### config.mk
export PLATFORM = sky130hd
export DESIGN_NAME = lane_unit
export DESIGN_NICKNAME = d
export VERILOG_FILES = /design/src/lane_pkg.sv /design/src/cmd_intake.sv /design/src/lane_regfile.sv /design/src/lane_ctrl_regs.sv /design/src/lane_exec.sv /design/src/lane_commit.sv /design/src/lane_unit.sv
export SDC_FILE = /design/constraint.sdc
export NUM_CORES = 2
export LEC_CHECK = 0
export ABC_CLOCK_PERIOD_IN_PS = 16500
export BUFFER_PORTS_ARGS = -buffer_cell sky130_fd_sc_hd__buf_4
export CORE_AREA = 2 2 369 371
export DETAILED_ROUTE_END_ITERATION = 10
export DIE_AREA = 0 0 371 373
export PLACE_DENSITY = 0.47
export SYNTH_ARGS = -nofsm -noshare
export SYNTH_HDL_FRONTEND = slang
export SYNTH_SLANG_ARGS = --single-unit
export TNS_END_PERCENT = 30
### constraint.sdc
create_clock -name clock -period 16.5 [get_ports clock]
set_input_delay 2.475 -clock clock [delete_from_list [all_inputs] [get_ports clock]]
set_output_delay 2.475 -clock clock [all_outputs]
set_load 0.005 [all_outputs]
### src/lane_pkg.sv
////////////////////////////////////////////////////////////////////////////
// Lane widths, opcodes, instruction word forms and pipeline payload types
////////////////////////////////////////////////////////////////////////////

package lane_pkg;

	localparam int data_width  = 32;
	localparam int num_regs    = 16;
	localparam int ibuff_depth = 4;
	localparam int ibuff_ptr_w = $clog2(ibuff_depth);

	typedef logic [$clog2(num_regs)-1:0] reg_idx_t;
	typedef logic [data_width-1:0]       data_t;
	typedef logic [5:0]                  issue_no_t;

	typedef enum logic [3:0] {
		op_add      = 4'h0,
		op_sub      = 4'h1,
		op_and      = 4'h2,
		op_or       = 4'h3,
		op_xor      = 4'h4,
		op_addi     = 4'h5,
		op_shli     = 4'h6,
		op_lane_off = 4'h7,
		op_lane_on  = 4'h8
	} op_t;

	// Register-register form
	typedef struct packed {
		op_t        op;
		reg_idx_t   dst;
		reg_idx_t   src1;
		reg_idx_t   src2;
		logic [15:0] pad;
	} alu_form_t;

	// Immediate form, imm sits in the low half
	typedef struct packed {
		op_t        op;
		reg_idx_t   dst;
		reg_idx_t   src1;
		logic [3:0]  pad;
		logic [15:0] imm;
	} imm_form_t;

	typedef union packed {
		alu_form_t alu;
		imm_form_t imm;
	} instr_u;

	typedef struct packed {
		instr_u    instr;
		issue_no_t issue_no;
	} cmd_t;

	typedef struct packed {
		issue_no_t issue_no;
		reg_idx_t  dst;
		data_t     data;
		logic      lane_on;   // Write allowed for this result
	} result_t;

	typedef struct packed {
		issue_no_t issue_no;
		reg_idx_t  dst;
		data_t     data;
		logic      written;
	} commit_t;

endpackage

### src/cmd_intake.sv
////////////////////////////////////////////////////////////////////////////
// Command intake with four-phase req/ack and a command ring buffer
////////////////////////////////////////////////////////////////////////////

`timescale 1ns/1ps

module cmd_intake (
	input  logic           clock,
	input  logic           reset,
	input  logic           cmd_req,
	input  lane_pkg::cmd_t cmd,
	output logic           cmd_ack,
	input  logic           buf_pop,
	output logic           buf_valid,
	output lane_pkg::cmd_t buf_cmd
);
	import lane_pkg::*;

	cmd_t                   ring [ibuff_depth];
	logic [ibuff_ptr_w-1:0] wr_ptr;
	logic [ibuff_ptr_w-1:0] rd_ptr;
	logic [ibuff_ptr_w:0]   count;
	logic                   full;
	logic                   push;
	logic                   pop;

	assign full = (count == ibuff_depth);
	assign push = cmd_req & ~cmd_ack & ~full;   // Held off while full
	assign pop  = buf_pop & buf_valid;

	assign buf_valid = (count != '0);
	assign buf_cmd   = ring[rd_ptr];

	////////////////////////////////////////////////////////////////////////////
	// Handshake
	always_ff @(posedge clock) begin
		if (reset) begin
			cmd_ack <= 1'b0;
		end else if (push) begin
			cmd_ack <= 1'b1;
		end else if (!cmd_req) begin
			cmd_ack <= 1'b0;   // Req seen low
		end
	end

	////////////////////////////////////////////////////////////////////////////
	// Ring buffer
	always_ff @(posedge clock) begin
		if (push) begin
			ring[wr_ptr] <= cmd;
		end
	end

	always_ff @(posedge clock) begin
		if (reset) begin
			wr_ptr <= '0;
			rd_ptr <= '0;
			count  <= '0;
		end else begin
			if (push)
				wr_ptr <= wr_ptr + 1'b1;
			if (pop)
				rd_ptr <= rd_ptr + 1'b1;
			case ({push, pop})
				2'b10:   count <= count + 1'b1;
				2'b01:   count <= count - 1'b1;
				default: count <= count;
			endcase
		end
	end

endmodule

### src/lane_regfile.sv
////////////////////////////////////////////////////////////////////////////
// Lane register file with two registered read ports and one write port
////////////////////////////////////////////////////////////////////////////

`timescale 1ns/1ps

module lane_regfile (
	input  logic               clock,
	input  logic               reset,
	input  lane_pkg::reg_idx_t rd_idx1,
	input  lane_pkg::reg_idx_t rd_idx2,
	output lane_pkg::data_t    rd_data1,
	output lane_pkg::data_t    rd_data2,
	input  logic               wr_en,
	input  lane_pkg::reg_idx_t wr_idx,
	input  lane_pkg::data_t    wr_data
);
	import lane_pkg::*;

	data_t regs [num_regs];

	always_ff @(posedge clock) begin
		if (reset) begin
			regs <= '{default: '0};
		end else if (wr_en) begin
			regs[wr_idx] <= wr_data;
		end
	end

	// Read data valid the cycle after the index
	always_ff @(posedge clock) begin
		if (reset) begin
			rd_data1 <= '0;
			rd_data2 <= '0;
		end else begin
			rd_data1 <= regs[rd_idx1];
			rd_data2 <= regs[rd_idx2];
		end
	end

endmodule

### src/lane_ctrl_regs.sv
////////////////////////////////////////////////////////////////////////////
// Lane enable register driven by lane-control instructions
////////////////////////////////////////////////////////////////////////////

`timescale 1ns/1ps

module lane_ctrl_regs (
	input  logic clock,
	input  logic reset,
	input  logic lane_off_req,
	input  logic lane_on_req,
	output logic lane_on
);

	logic en_next;

	// Off wins if both ever arrive together
	always_comb begin
		en_next = lane_on;
		if (lane_on_req)
			en_next = 1'b1;
		if (lane_off_req)
			en_next = 1'b0;
	end

	always_ff @(posedge clock) begin
		if (reset) begin
			lane_on <= 1'b1;   // Lane comes up enabled
		end else begin
			lane_on <= en_next;
		end
	end

endmodule

### src/lane_exec.sv
////////////////////////////////////////////////////////////////////////////
// Issue sequencer, operand read and execution of one command at a time
////////////////////////////////////////////////////////////////////////////

`timescale 1ns/1ps

module lane_exec (
	input  logic               clock,
	input  logic               reset,
	input  logic               buf_valid,
	input  lane_pkg::cmd_t     buf_cmd,
	output logic               buf_pop,
	output lane_pkg::reg_idx_t rd_idx1,
	output lane_pkg::reg_idx_t rd_idx2,
	input  lane_pkg::data_t    rd_data1,
	input  lane_pkg::data_t    rd_data2,
	input  logic               lane_on,
	output logic               lane_off_req,
	output logic               lane_on_req,
	input  logic               slot_busy,
	output logic               res_valid,
	output lane_pkg::result_t  res
);
	import lane_pkg::*;

	typedef enum logic [1:0] {st_idle, st_read, st_exec} state_t;

	state_t state;
	cmd_t   cur;
	op_t    op;
	data_t  imm_sext;
	data_t  alu_out;
	logic   is_ctrl;

	// Next issue waits for the commit slot to drain
	assign buf_pop = (state == st_idle) & buf_valid & ~slot_busy;

	always_ff @(posedge clock) begin
		if (reset) begin
			state <= st_idle;
		end else begin
			case (state)
				st_idle: if (buf_pop) state <= st_read;
				st_read: state <= st_exec;
				default: state <= st_idle;
			endcase
		end
	end

	always_ff @(posedge clock) begin
		if (buf_pop)
			cur <= buf_cmd;
	end

	////////////////////////////////////////////////////////////////////////////
	// Decode both forms of the instruction word
	assign op       = cur.instr.alu.op;
	assign rd_idx1  = cur.instr.alu.src1;
	assign rd_idx2  = cur.instr.alu.src2;
	assign imm_sext = {{(data_width-16){cur.instr.imm.imm[15]}}, cur.instr.imm.imm};
	assign is_ctrl  = (op == op_lane_off) | (op == op_lane_on);

	always_comb begin
		case (op)
			op_add:  alu_out = rd_data1 + rd_data2;
			op_sub:  alu_out = rd_data1 - rd_data2;
			op_and:  alu_out = rd_data1 & rd_data2;
			op_or:   alu_out = rd_data1 | rd_data2;
			op_xor:  alu_out = rd_data1 ^ rd_data2;
			op_addi: alu_out = rd_data1 + imm_sext;
			op_shli: alu_out = rd_data1 << cur.instr.imm.imm[4:0];
			default: alu_out = '0;   // Lane control
		endcase
	end

	assign res_valid    = (state == st_exec);
	assign lane_off_req = res_valid & (op == op_lane_off);
	assign lane_on_req  = res_valid & (op == op_lane_on);
	assign res = '{issue_no: cur.issue_no, dst: cur.instr.alu.dst, data: alu_out,
		lane_on: lane_on & ~is_ctrl};

endmodule

### src/lane_commit.sv
////////////////////////////////////////////////////////////////////////////
// Single-entry commit slot, commit req/grant and register write-back
////////////////////////////////////////////////////////////////////////////

`timescale 1ns/1ps

module lane_commit (
	input  logic               clock,
	input  logic               reset,
	input  logic               res_valid,
	input  lane_pkg::result_t  res,
	output logic               slot_busy,
	output logic               commit_req,
	output lane_pkg::commit_t  commit,
	input  logic               commit_grant,
	output logic               wr_en,
	output lane_pkg::reg_idx_t wr_idx,
	output lane_pkg::data_t    wr_data
);
	import lane_pkg::*;

	typedef enum logic [1:0] {c_idle, c_req, c_release} state_t;

	state_t  state;
	result_t slot;

	always_ff @(posedge clock) begin
		if (reset) begin
			state <= c_idle;
		end else begin
			case (state)
				c_idle:    if (res_valid) state <= c_req;
				c_req:     if (commit_grant) state <= c_release;
				c_release: if (!commit_grant) state <= c_idle;   // Grant low frees slot
				default:   state <= c_idle;
			endcase
		end
	end

	always_ff @(posedge clock) begin
		if (res_valid && state == c_idle)
			slot <= res;
	end

	assign slot_busy  = (state != c_idle);
	assign commit_req = (state == c_req);

	assign commit = '{issue_no: slot.issue_no, dst: slot.dst, data: slot.data,
		written: slot.lane_on};

	////////////////////////////////////////////////////////////////////////////
	// Write-back on the grant edge
	assign wr_en   = commit_req & commit_grant & slot.lane_on;
	assign wr_idx  = slot.dst;
	assign wr_data = slot.data;

endmodule

### src/lane_unit.sv
////////////////////////////////////////////////////////////////////////////
// SIMD lane top level
////////////////////////////////////////////////////////////////////////////

`timescale 1ns/1ps

module lane_unit (
	input  logic              clock,
	input  logic              reset,
	input  logic              cmd_req,
	input  lane_pkg::cmd_t    cmd,
	output logic              cmd_ack,
	output logic              commit_req,
	output lane_pkg::commit_t commit,
	input  logic              commit_grant,
	output logic              lane_status
);
	import lane_pkg::*;

	logic     buf_valid;
	cmd_t     buf_cmd;
	logic     buf_pop;
	reg_idx_t rd_idx1;
	reg_idx_t rd_idx2;
	data_t    rd_data1;
	data_t    rd_data2;
	logic     lane_on;
	logic     lane_off_req;
	logic     lane_on_req;
	logic     slot_busy;
	logic     res_valid;
	result_t  res;
	logic     wr_en;
	reg_idx_t wr_idx;
	data_t    wr_data;

	assign lane_status = lane_on;

	cmd_intake intake0 (
		.clock, .reset, .cmd_req, .cmd, .cmd_ack,
		.buf_pop, .buf_valid, .buf_cmd
	);

	lane_regfile regfile0 (
		.clock, .reset, .rd_idx1, .rd_idx2, .rd_data1, .rd_data2,
		.wr_en, .wr_idx, .wr_data
	);

	lane_ctrl_regs ctrl0 (
		.clock, .reset, .lane_off_req, .lane_on_req, .lane_on
	);

	lane_exec exec0 (
		.clock, .reset, .buf_valid, .buf_cmd, .buf_pop,
		.rd_idx1, .rd_idx2, .rd_data1, .rd_data2,
		.lane_on, .lane_off_req, .lane_on_req,
		.slot_busy, .res_valid, .res
	);

	lane_commit commit0 (
		.clock, .reset, .res_valid, .res, .slot_busy,
		.commit_req, .commit, .commit_grant,
		.wr_en, .wr_idx, .wr_data
	);

endmodule

==> results.sh <==
export IMPL_run_status="finished clean"
export IMPL_synth_cell_types=73
export IMPL_slew_headroom_pct=25.26
export IMPL_viasPerCell=5.499
export IMPL_cts_buffers=93
export IMPL_path_class="reg2reg"
export IMPL_num_vias=31920
export IMPL_wl_per_cell_um=26.44
export IMPL_gp_congestion=0.9031
export IMPL_maxCapViolations=0
export IMPL_rr_startpoint="regfile0.rd_data2[0]$_SDFF_PP0_"
export IMPL_route_detailed_drc=0
export IMPL_yosysWarnings=0
export IMPL_nets=4100
export IMPL_clkLatencyLatePin_ns=0.72
export IMPL_grt_max_degree=177
export IMPL_hp_class="reg2reg"
export IMPL_clkTransAtPathRegs_ns=0.06
export IMPL_power_density_nw_per_um2=130.3
export IMPL_hold_end="commit0.wr_idx[1]$_DFFE_PP_"
export IMPL_hp_start="exec0.res[34]$_DFFE_PP_"
export IMPL_dp_cells=5630
export IMPL_clkPwrFrac_pct=34.7
export IMPL_crit_fanout=6
export IMPL_area_delta_synth_final_pct=13.13
export IMPL_crit_arrival_ns=6.65
export IMPL_worstPathRequired_ns=16.96
export IMPL_power_internal_mw=4.023
export IMPL_yosysMostFrequentCell="nand2_1"
export IMPL_async_flop_share_pct=0
export IMPL_timing_hold_ws_ns=0.4185
export IMPL_setup_viol=0
export IMPL_tightest_slew_ns=1.121
export IMPL_dp_hpwl_um=86190
export IMPL_root_buffer="clkbuf_16"
export IMPL_htree_levels=3
export IMPL_core_area_sq_um=134600
export IMPL_peakVddDrop_v=0.0001492
export IMPL_io_pins=88
export IMPL_syn_inst=4051
export IMPL_fmax_mhz=161.5
export IMPL_slowest_stage="nor4_1"
export IMPL_cts_tree="done"
export IMPL_setup_tns_ns=0
export IMPL_yosysTopAreaCellShare_pct=28.46
export IMPL_clock_sinks=822
export IMPL_synth_net_count=4207
export IMPL_synthFlopType="dfxtp_1"
export IMPL_ctsHoldBuffers=0
export IMPL_pwr_share_comb_pct=26.4
export IMPL_p_seq_share_pct=38.9
export IMPL_post_cts_buffers=0
export IMPL_synth_common_cells="1128 x nand2_1, 589 x dfxtp_1, 586 x a21oi_1"
export IMPL_port_buffers=87
export IMPL_p_total_mw=6.109
export IMPL_yosysSeqAreaShare_pct=45.34
export IMPL_floorplan_die_area_sq_um=138400
export IMPL_rrSetupSlack_ns=10.31
export IMPL_drive_gt1_share_pct=18.35
export IMPL_worst_slack_ns=10.31
export IMPL_grtUsageTotal_pct=21.85
export IMPL_syn_avg_cell_area_sq_um=10.23
export IMPL_cpPeakStageDelay_ns=0.72
export IMPL_die_width_um=371
export IMPL_antenna_found_initial=1
export IMPL_period_minus_slack_ns=6.190
export IMPL_rows=135
export IMPL_switching_share_pct=34.14
export IMPL_slew_violations=0
export IMPL_min_path_cells=0
export IMPL_drt_antenna_violating_nets=0
export IMPL_layout_cells_non_filler=5804
export IMPL_grt_overflow_total=0
export IMPL_startpoint_type="register"
export IMPL_drt_iter0_drc=3629
export IMPL_cp_end_kind="register"
export IMPL_cts_resized_gates=0
export IMPL_grt_pass1_vias=30900
export IMPL_finalCritPeriodShare_pct=37.52
export IMPL_rsz0062_at_grt="no"
export IMPL_max_clock_path_buffers=3
export IMPL_dp_slack_ns=10.38
export IMPL_grt_pass1_wl_um=220700
export IMPL_routed_wl_um=153500
export IMPL_crit_top_cell="nor4_1"
export IMPL_synth_area_leader_cell="dfxtp_1"
export IMPL_worstRegToRegCells=18
export IMPL_yosys_top_cells_area="dfxtp_1 28%, mux4_2 21%, edfxtp_1 17%"
export IMPL_start_util_pct=30.78
export IMPL_p_switching_mw=2.086
export IMPL_p_leak_nw=15.36
export IMPL_synth_edf_count=233
export IMPL_mappedNetlistArea_sq_um=41430
export IMPL_fp_dieH_um=373
export IMPL_hold_viol=0
export IMPL_path_cells="inv_1, ha_1, or3b_4, or3_4, or3_4, nor4_1, nand3_1, o31ai_1, a21oi_1, ha_1, nand2_1, nor4_1, nand2_1, o21ai_0, a41oi_1, a22oi_1, nor4_1, or4_1"
export IMPL_fin_skew_ns=0.03739
export IMPL_ys_ff_latch=822
export IMPL_firstDrtPassIters=5
export IMPL_r2r_end="commit0.wr_data[31]$_SDFFCE_PN0P_"
## layout make-up
cell class,instances,area (sq um)
fill,13320,87750
multi-input combinational,2791,21220
sequential,822,18790
clock buffer,133,2710
tap,1781,2228
timing repair buffer,155,1221
clock inverter,40,400.4
inverter,81,304.0
antenna,1,2.502
## critical path: cells and delay by family, from the launching register on
kind	cells	cell delay (ns)
and+or+nand+nor	10	3.34
AOI/OAI and AO/OA	5	1.57
adders and majority gates	2	0.62
DFF	1	0.32
buffers and inverters	1	0.10
## logic make-up after synthesis
kind of cell | share of synthesized area (%)
muxes | 21.58
AOI/OAI and AO/OA | 10.87
and+or+nand+nor | 14.03
adders and majority gates | 3.479
buffers and inverters | 4.001
xor gates and xnor gates | 0.7006
DFF | 45.34
## worst max path at each step
stage	startpoint	to	depth (start not counted)
floorplan	regfile0.rd_data2[0]$_SDFF_PP0_	commit0.wr_data[28]$_SDFFCE_PN0P_	18
global placement	regfile0.rd_data2[0]$_SDFF_PP0_	commit0.wr_data[31]$_SDFFCE_PN0P_	18
detailed placement	regfile0.rd_data2[0]$_SDFF_PP0_	commit0.wr_data[31]$_SDFFCE_PN0P_	19
CTS	regfile0.rd_data2[0]$_SDFF_PP0_	commit0.wr_data[31]$_SDFFCE_PN0P_	18
global route	regfile0.rd_data2[0]$_SDFF_PP0_	commit0.wr_data[31]$_SDFFCE_PN0P_	19
finish	regfile0.rd_data2[0]$_SDFF_PP0_	commit0.wr_data[31]$_SDFFCE_PN0P_	18
## state kept, by name, indices dropped and copies added (netlist names)
signal,count
intake0.ring,152
intake0.cmd_ack,1
commit0.state,2
exec0.rd_idx2,4
intake0.wr_ptr,2
commit0.wr_data,32
regfile0.rd_data2,32
commit0.commit,7
exec0.cur,20
intake0.rd_ptr,2
exec0.rd_idx1,4
regfile0.rd_data1,32
commit0.wr_idx,4
exec0.res,10
intake0.count,3
regfile0.regs,512
exec0.state,2
ctrl0.lane_on,1
## layout by cell type (no fill, tap or decap), types with 14 or more instances in the layout
cell type  netlist  final
a21oi_1        586    586
ha_1           112    112
clkbuf_1       320     19
a221oi_1        21     21
mux4_2         379    379
mux2i_1         37     37
a22oi_1         18     18
nor2_1          85     73
dfxtp_1        589    587
clkbuf_16        0     95
inv_1           79     79
xnor2_1         18     18
edfxtp_1       233    233
nand3_1         21     17
o21ai_0         86     86
nand2_1       1128   1116
nand2b_1        14     14
clkbuf_8         0     19
nor2b_1         72     72
buf_4            0    150
clkinv_2         0     14
## stage by stage
step	area [sq um]	util, %
after global routing	46870	34.82
after floorplan	41430	-
final	46870	34.82
after detailed placement	43760	32.51
after global placement	43760	32.51
after CTS	46870	34.82
## per-layer routing
metal | vias up | track usage [%] | wire length [um]
li1 | 14270 | - | -
met1 | 16150 | 30.65 | 66920
met2 | 1267 | 34.34 | 70960
met3 | 229 | 3.804 | 11360
met4 | 0 | 6.417 | 4243
met5 | - | 0 | 0
## power by group through the flow
| stage | logic, mW | registers, mW | clock network (mW) |
|---|---|---|---|
| finish | 1.61 | 2.38 | 2.12 |
| CTS | 1.62 | 2.38 | 2.16 |
| detailed placement | 1.62 | 2.42 | 0 |
| global placement | 1.62 | 2.42 | 0 |
| floorplan | 1.15 | 2.31 | 0 |
| global route | 1.70 | 2.39 | 2.24 |
Note: power is estimated with default switching activity, not from simulation.
